--- src/source/monopix_cfg.svh ---
`ifndef MONOPIX_CFG_SVH
`define MONOPIX_CFG_SVH

// Timestamp and readout word geometry
`define BCID_WIDTH      6
`define NUM_FLAVORS     4
`define NUM_COLS        4
`define COL_ADDR_WIDTH  2
`define HIT_WORD_WIDTH  8     // Column address above timestamp

`define TEST_PATTERN    8'hA5

// Chain fields from LSB are EnOut, EnHitOr, EnTestPattern, EnFlavor and ColPulseSel
`define CONF_WIDTH      32

// All outputs and flavors on with only column 0 of flavor 0 pulsed
`define CONF_DEFAULT    32'h0001F0FF

`endif

--- src/source/monopixPkg.sv ---
`include "monopix_cfg.svh"

package monopixPkg;

    // Flavor order matches the Read/Freeze/Token bit order
    typedef enum logic [1:0] {
        FlavorPmos,
        FlavorPmosDpw,
        FlavorComp,
        FlavorHv
    } tFlavor;

    typedef enum logic {
        RoIdle,
        RoShift
    } tReadState;

    typedef logic [`BCID_WIDTH-1:0]     tBcid;
    typedef logic [`NUM_COLS-1:0]       tColMask;    // One bit per column
    typedef logic [`HIT_WORD_WIDTH-1:0] tHitWord;

endpackage

--- src/source/confReg.sv ---
`include "monopix_cfg.svh"

module confReg (
    input  logic                                ClkBx,
    input  logic                                reset_ff,
    input  logic                                DefConf,
    input  logic                                ShiftConf,
    input  logic                                LdConf,
    input  logic                                SiConf,
    output logic                                SoConf,
    output logic [`NUM_FLAVORS-1:0]             EnOut,
    output logic [`NUM_FLAVORS-1:0]             EnHitOr,
    output logic [`NUM_FLAVORS-1:0]             EnTestPattern,
    output logic [`NUM_FLAVORS-1:0]             EnFlavor,
    output logic [`NUM_FLAVORS*`NUM_COLS-1:0]   ColPulseSel
);

    logic [`CONF_WIDTH-1:0] confChain;     // Serial shift chain
    logic [`CONF_WIDTH-1:0] confActive;    // Copy driving the fields

    always_ff @(posedge ClkBx) begin
        if (reset_ff) begin
            confChain  <= '0;
            confActive <= `CONF_DEFAULT;
        end else begin
            if (ShiftConf)
                confChain <= {confChain[`CONF_WIDTH-2:0], SiConf};
            // Default level wins over a pending load
            if (DefConf)
                confActive <= `CONF_DEFAULT;
            else if (LdConf)
                confActive <= confChain;
        end
    end

    assign SoConf = confChain[`CONF_WIDTH-1];   // Chain MSB

    assign EnOut         = confActive[`NUM_FLAVORS-1:0];
    assign EnHitOr       = confActive[2*`NUM_FLAVORS-1:`NUM_FLAVORS];
    assign EnTestPattern = confActive[3*`NUM_FLAVORS-1:2*`NUM_FLAVORS];
    assign EnFlavor      = confActive[4*`NUM_FLAVORS-1:3*`NUM_FLAVORS];
    assign ColPulseSel   = confActive[`CONF_WIDTH-1:4*`NUM_FLAVORS];

    aDefaultLoad: assert property (
        @(posedge ClkBx) disable iff (reset_ff)
        DefConf |=> confActive == `CONF_DEFAULT
    ) else $error("Configuration not at default after DefConf");

endmodule

--- src/source/bcidCounter.sv ---
`include "monopix_cfg.svh"

module bcidCounter (
    input  logic             ClkBx,
    input  logic             reset_ff,
    input  logic             ResetBcid,
    output monopixPkg::tBcid Bcid
);

    logic                   resetBcidQ;   // ResetBcid one edge late
    logic [`BCID_WIDTH-1:0] bcidBin;

    always_ff @(posedge ClkBx) begin
        if (reset_ff)
            resetBcidQ <= 1'b0;
        else
            resetBcidQ <= ResetBcid;
    end

    always_ff @(posedge ClkBx) begin
        if (reset_ff || resetBcidQ)
            bcidBin <= '0;
        else
            bcidBin <= bcidBin + 1'b1;
    end

    // Gray code keeps pixel timestamp latches glitch free
    assign Bcid = bcidBin ^ (bcidBin >> 1);

    aGrayStep: assert property (
        @(posedge ClkBx) disable iff (reset_ff)
        !$past(reset_ff) && !$past(resetBcidQ) |-> $countones(Bcid ^ $past(Bcid)) == 1
    ) else $error("BCID Gray step changed more than one bit");

endmodule

--- src/source/flavorReadout.sv ---
`include "monopix_cfg.svh"

module flavorReadout (
    input  logic                 ClkBx,
    input  logic                 reset_ff,
    input  logic                 Pulse,
    input  logic                 Read,
    input  logic                 Freeze,
    input  logic                 EnFlavor,
    input  logic                 EnTestPattern,
    input  monopixPkg::tColMask  ColSel,
    input  monopixPkg::tBcid     Bcid,
    output logic                 TokenRaw,
    output logic                 DataRaw,
    output logic                 HitRaw
);

    monopixPkg::tColMask   inj;          // Injection reaching each column now
    monopixPkg::tColMask   injQ;
    monopixPkg::tColMask   capture;
    monopixPkg::tColMask   clearMask;
    monopixPkg::tColMask   pending;
    monopixPkg::tBcid      stamp [`NUM_COLS];
    logic [`COL_ADDR_WIDTH-1:0] pickCol;
    logic                  pickValid;
    logic                  load;
    logic                  take;
    monopixPkg::tReadState state;
    monopixPkg::tHitWord   shiftReg;
    logic [$clog2(`HIT_WORD_WIDTH):0] bitCnt;

    assign inj    = ColSel & {`NUM_COLS{Pulse & EnFlavor}};
    assign HitRaw = |inj;

    // Only a rising edge on an idle column is captured
    assign capture = inj & ~injQ & ~pending & {`NUM_COLS{~Freeze}};

    // Lowest pending column has priority
    always_comb begin
        pickValid = 1'b0;
        pickCol   = '0;
        for (int c = `NUM_COLS - 1; c >= 0; c--) begin
            if (pending[c]) begin
                pickValid = 1'b1;
                pickCol   = `COL_ADDR_WIDTH'(c);
            end
        end
    end

    assign load = (state == monopixPkg::RoIdle) && Read && (EnTestPattern || pickValid);
    assign take = load && !EnTestPattern;    // Test pattern leaves hits pending

    assign clearMask = take ? monopixPkg::tColMask'(1) << pickCol : '0;

    always_ff @(posedge ClkBx) begin
        if (reset_ff) begin
            injQ     <= '0;
            pending  <= '0;
            TokenRaw <= 1'b0;
        end else begin
            injQ     <= inj;
            pending  <= (pending | capture) & ~clearMask;
            TokenRaw <= |pending;
        end
    end

    always_ff @(posedge ClkBx) begin
        for (int c = 0; c < `NUM_COLS; c++) begin
            if (capture[c])
                stamp[c] <= Bcid;
        end
    end

    // Readout FSM sends one bit per edge MSB first
    always_ff @(posedge ClkBx) begin
        if (reset_ff) begin
            state   <= monopixPkg::RoIdle;
            bitCnt  <= '0;
            DataRaw <= 1'b0;
        end else begin
            case (state)
                monopixPkg::RoIdle: begin
                    DataRaw <= 1'b0;
                    bitCnt  <= '0;
                    if (load)
                        state <= monopixPkg::RoShift;
                end
                monopixPkg::RoShift: begin
                    DataRaw <= shiftReg[`HIT_WORD_WIDTH-1];
                    bitCnt  <= bitCnt + 1'b1;
                    if (bitCnt == `HIT_WORD_WIDTH - 1)
                        state <= monopixPkg::RoIdle;   // Last bit going out
                end
            endcase
        end
    end

    always_ff @(posedge ClkBx) begin
        if (load)
            shiftReg <= EnTestPattern ? `TEST_PATTERN : {pickCol, stamp[pickCol]};
        else if (state == monopixPkg::RoShift)
            shiftReg <= shiftReg << 1;
    end

    aBitCount: assert property (
        @(posedge ClkBx) disable iff (reset_ff)
        state == monopixPkg::RoShift |-> bitCnt <= `HIT_WORD_WIDTH - 1
    ) else $error("Serializer bit counter overran the word");

endmodule

--- src/source/outputStage.sv ---
`include "monopix_cfg.svh"

module outputStage (
    input  logic                    ClkBx,
    input  logic                    reset_ff,
    input  logic [`NUM_FLAVORS-1:0] TokenRaw,
    input  logic [`NUM_FLAVORS-1:0] DataRaw,
    input  logic [`NUM_FLAVORS-1:0] HitRaw,
    input  logic [`NUM_FLAVORS-1:0] EnOut,
    input  logic [`NUM_FLAVORS-1:0] EnHitOr,
    output logic [`NUM_FLAVORS-1:0] Token,
    output logic [`NUM_FLAVORS-1:0] DataOut,
    output logic [`NUM_FLAVORS-1:0] HitOr
);

    // One register stage per output pad
    always_ff @(posedge ClkBx) begin
        if (reset_ff) begin
            Token   <= '0;
            DataOut <= '0;
            HitOr   <= '0;
        end else begin
            Token   <= TokenRaw & EnOut;
            DataOut <= DataRaw & EnOut;     // Same enable as the token pad
            HitOr   <= HitRaw & EnHitOr;
        end
    end

    aDisabledQuiet: assert property (
        @(posedge ClkBx) disable iff (reset_ff)
        ((Token | DataOut) & ~$past(EnOut)) == '0
    ) else $error("Disabled flavor drove Token or DataOut");

endmodule

--- src/source/monopixCore.sv ---
`include "monopix_cfg.svh"

module monopixCore (
    input  logic                    ClkBx,
    input  logic                    reset_ff,
    input  logic                    DefConf,
    input  logic                    ShiftConf,
    input  logic                    LdConf,
    input  logic                    SiConf,
    input  logic                    ResetBcid,
    input  logic                    Pulse,
    input  logic [`NUM_FLAVORS-1:0] Read,
    input  logic [`NUM_FLAVORS-1:0] Freeze,
    output logic                    SoConf,
    output logic [`NUM_FLAVORS-1:0] Token,
    output logic [`NUM_FLAVORS-1:0] DataOut,
    output logic [`NUM_FLAVORS-1:0] HitOr
);

    logic [`NUM_FLAVORS-1:0]           enOut;
    logic [`NUM_FLAVORS-1:0]           enHitOr;
    logic [`NUM_FLAVORS-1:0]           enTestPattern;
    logic [`NUM_FLAVORS-1:0]           enFlavor;
    logic [`NUM_FLAVORS*`NUM_COLS-1:0] colPulseSel;
    monopixPkg::tBcid                  bcid;
    logic [`NUM_FLAVORS-1:0]           tokenRaw;
    logic [`NUM_FLAVORS-1:0]           dataRaw;
    logic [`NUM_FLAVORS-1:0]           hitRaw;

    confReg uConfReg (
        .ClkBx         (ClkBx),
        .reset_ff      (reset_ff),
        .DefConf       (DefConf),
        .ShiftConf     (ShiftConf),
        .LdConf        (LdConf),
        .SiConf        (SiConf),
        .SoConf        (SoConf),
        .EnOut         (enOut),
        .EnHitOr       (enHitOr),
        .EnTestPattern (enTestPattern),
        .EnFlavor      (enFlavor),
        .ColPulseSel   (colPulseSel)
    );

    bcidCounter uBcidCounter (
        .ClkBx     (ClkBx),
        .reset_ff  (reset_ff),
        .ResetBcid (ResetBcid),
        .Bcid      (bcid)
    );

    // One readout per pixel flavor sharing the timestamp
    for (genvar i = 0; i < `NUM_FLAVORS; i++) begin : gFlavor
        localparam monopixPkg::tFlavor FlavorId = monopixPkg::tFlavor'(i);

        flavorReadout uFlavorReadout (
            .ClkBx         (ClkBx),
            .reset_ff      (reset_ff),
            .Pulse         (Pulse),
            .Read          (Read[FlavorId]),
            .Freeze        (Freeze[FlavorId]),
            .EnFlavor      (enFlavor[FlavorId]),
            .EnTestPattern (enTestPattern[FlavorId]),
            .ColSel        (colPulseSel[FlavorId*`NUM_COLS +: `NUM_COLS]),
            .Bcid          (bcid),
            .TokenRaw      (tokenRaw[FlavorId]),
            .DataRaw       (dataRaw[FlavorId]),
            .HitRaw        (hitRaw[FlavorId])
        );
    end

    outputStage uOutputStage (
        .ClkBx    (ClkBx),
        .reset_ff (reset_ff),
        .TokenRaw (tokenRaw),
        .DataRaw  (dataRaw),
        .HitRaw   (hitRaw),
        .EnOut    (enOut),
        .EnHitOr  (enHitOr),
        .Token    (Token),
        .DataOut  (DataOut),
        .HitOr    (HitOr)
    );

endmodule

--- config.mk ---
export PLATFORM = sky130hd
export DESIGN_NAME = monopixCore
export DESIGN_NICKNAME = d
export VERILOG_FILES = /design/src/source/monopixPkg.sv /design/src/source/confReg.sv /design/src/source/bcidCounter.sv /design/src/source/flavorReadout.sv /design/src/source/outputStage.sv /design/src/source/monopixCore.sv
export VERILOG_INCLUDE_DIRS = /design/src /design/src/source
export SDC_FILE = /design/constraint.sdc
export NUM_CORES = 1
export LEC_CHECK = 0
export BUFFER_PORTS_ARGS = -buffer_cell sky130_fd_sc_hd__buf_2
export CAP_MARGIN = 5
export CORE_UTILIZATION = 50
export DETAILED_ROUTE_END_ITERATION = 8
export PLACE_DENSITY_LB_ADDON = 0.05
export REMOVE_ABC_BUFFERS = 1
export SETUP_SLACK_MARGIN = 0.05
export SYNTH_ARGS = -nofsm -noshare
export SYNTH_HDL_FRONTEND = slang
export SYNTH_SLANG_ARGS = --single-unit
--- constraint.sdc ---
create_clock -name ClkBx -period 2.75 [get_ports ClkBx]
set_clock_uncertainty 0.2 [all_clocks]
set_input_delay 0.825 -clock ClkBx [delete_from_list [all_inputs] [get_ports ClkBx]]
set_output_delay 0.825 -clock ClkBx [all_outputs]
set_load 0.03 [all_outputs]
==> impl_metrics.json <==
{
  "fin_setup_tns_ns": 0,
  "clock.fmax_ghz": 0.469,
  "cts_setup_buffers": 0,
  "antenna_found_initial": 0,
  "initial_core_util": 0.512,
  "via_per_inst": 5.53,
  "drive_gt1_frac": 0.126,
  "cts_root_buf": "clkbuf_16",
  "synth_cells": 881,
  "arrival_ns": 2.21,
  "grt_setup_unrepaired": "false",
  "crit_buf_inv": 0,
  "cts.sinks": 271,
  "p_leak_nw": 4.61,
  "outcome": "finished, final reports clean",
  "holdCritPathClass": "flop to flop",
  "portBuffers": 28,
  "crit_chain": "nor2b_1, a22oi_1, o21ai_0, o32a_1",
  "start_kind": "flop",
  "layout_commonest_cell": "dfxtp_1",
  "routedWlPerCell_um": 17.9,
  "cts.htree.levels": 1,
  "hold_viol": 0,
  "synth_warnings": 0,
  "drt-total-wl_um": 21800,
  "fp.dieW_um": 146,
  "drt_iter0_markers": 443,
  "cap_violations": 0,
  "setup_violations": 0,
  "fp-row-count": 52,
  "async_flop_share": 0,
  "synth.top_cell.area_share": 0.368,
  "yosys.area.top_type": "edfxtp_1",
  "dr.pass1.iters": 7,
  "power_density_nw_per_um2": 703,
  "grt_pass1_vias": 6580,
  "clk_pin_slew_worst_paths_ns": 0.06,
  "regArea_um2": 6710,
  "slew_viol_final": 0,
  "ys_ff_latch": 271,
  "grt_max_degree": 33,
  "holdBufCountCts": 0,
  "crit_fanout": 20,
  "dieArea_um2": 21400,
  "dr_total_vias": 6734,
  "vdd_drop_max_v": 0.000567,
  "clock_latency_ns": 0.53,
  "syn_area_per_cell_um2": 11.8,
  "cts_tree": "yes",
  "syn2layout_area_growth_pct": 14.2,
  "track_usage": 0.207,
  "ys.flop_type": "dfxtp_1",
  "final_cell_mix": "dfxtp_1 (143), edfxtp_1 (128), nor2_1 (122)",
  "max_stage_delay_ns": 0.76,
  "seq_area_frac_synth": 0.643,
  "final_net_count": 948,
  "critPathKind": "flop to flop",
  "crit_family": "flip-flops",
  "finalCriticalPeriod_ns": 2.13,
  "pre_cts_slack_ns": 0.301,
  "slowest_stage": "dfxtp_1",
  "cp_data_required_time_ns": 2.83,
  "coreArea_um2": 20400,
  "fin_ws_ns": 0.618,
  "place.gp.congestion": 0.835,
  "maxSlewHeadroom": 0.497,
  "total_power_w": 0.00838,
  "drc_errors": 0,
  "tightest_slew_ns": 0.754,
  "nFillCells": 1668,
  "ys_top_cells_by_area": "edfxtp_1 (37%), dfxtp_1 (27%), mux2i_1 (6.1%)",
  "multiInputGateArea_um2": 3420,
  "grt_pass1_wl_um": 35500,
  "synth_cell_types": 65,
  "ant_nets": 0,
  "diodes": 0,
  "numCtsBuffers": 29,
  "netlist_area_um2": 10400,
  "io_pins": 29,
  "synth_edf_count": 128,
  "dp_hpwl_um": 14300,
  "cts_resized": 0,
  "crit_path_end_kind": "flop",
  "die_height_um": 146,
  "clockBufferDepth": 3,
  "globalRouteOverflowTotal": 0,
  "fin_crit_sh": 0.775
}
stage by stage:
stage	hold WS [ns]	std cells	util	cell area (um^2)
2_1_floorplan	0.216	835	-	10200
3_3_place_gp	0.227	1163	0.537	10900
3_5_place_dp	0.245	1163	0.537	10900
4_1_cts	0.257	1217	0.585	11900
5_1_grt	0.283	1217	0.585	11900
6_report	0.256	1217	0.585	11900
metal layers:
layer | vias up | global-route usage | part of all wire
li1 | 3275 | - | -
met1 | 3263 | 0.305 | 0.49
met2 | 163 | 0.321 | 0.45
met3 | 33 | 0.0331 | 0.045
met4 | 0 | 0.0505 | 0.015
met5 | - | 0 | 0
Yosys cell counts, types with 5 or more instances:
cell type and count:
inv_1 27, nor2b_1 13, nor4b_1 17, o31ai_1 6, nor2_1 122, clkbuf_1 25
nor3_1 11, edfxtp_1 128, nand2_1 51, and3b_1 14, and3_1 19, xor2_1 8
a221oi_1 7, nand2b_1 19, xnor2_1 5, a32oi_1 5, mux2i_1 64, nand4b_1 5
nand3b_1 11, o21ai_0 27, a21oi_1 45, buf_2 19, nand3_1 12, a31oi_1 5
o41ai_1 5, ha_1 8, dfxtp_1 143
final timing paths:
| path | slack [ns] | cells after the start | from | endpoint |
|---|---|---|---|---|
| worst max-delay path | 0.62 | 4 | gFlavor[2].uFlavorReadout.pending[1] | gFlavor[2].uFlavorReadout.shiftReg[5] |
| worst max register to register | 0.62 | 4 | gFlavor[2].uFlavorReadout.pending[1] | gFlavor[2].uFlavorReadout.shiftReg[5] |
| worst min-delay path | 0.26 | 2 | uConfReg.confActive[5] | uOutputStage.HitOr[1] |
| worst min register to register | 0.26 | 2 | uConfReg.confActive[5] | uOutputStage.HitOr[1] |
registers in the layout (all words and copies together), names as in the netlist, 6 cells and up:
register                         cells
gFlavor.uFlavorReadout.bitCnt       16
gFlavor.uFlavorReadout.injQ         16
gFlavor.uFlavorReadout.pending      16
gFlavor.uFlavorReadout.shiftReg     32
gFlavor.uFlavorReadout.stamp        96
uBcidCounter.bcidBin                 6
uConfReg.confActive                 32
uConfReg.confChain                  32
where the power goes:
| group | internal, W | switching (W) |
|---|---|---|
| clock network | 0.00238 | 0.00151 |
| logic | 0.0000797 | 0.000145 |
| registers | 0.00424 | 0.0000212 |
kinds of logic after synthesis:
kind of cell,count (synthesis),synth area share
multiplexers,64,0.0614
AO/OA/AOI/OAI,136,0.0858
XOR/XNOR,13,0.0109
buffers and inverters,73,0.0294
flip-flops,271,0.643
AND/OR/NAND/NOR,316,0.160
adder cells (fa/ha/maj),8,0.00960
tightest hold or removal path, cell delays in order, from the launching register on:
cell     delay [ns]
dfxtp_1        0.31
o41ai_1        0.06
nor2_1         0.04
area by class of cell:
class / instances / share of cell area
Clock inverter: 11 / 0.0112
Tap cell: 270 / 0.0284
Multi-Input combinational cell: 537 / 0.287
Inverter: 27 / 0.00851
Sequential cell: 271 / 0.563
Clock buffer: 43 / 0.0704
Timing Repair Buffer: 58 / 0.0317
Note: power is estimated with default switching activity, not from simulation.
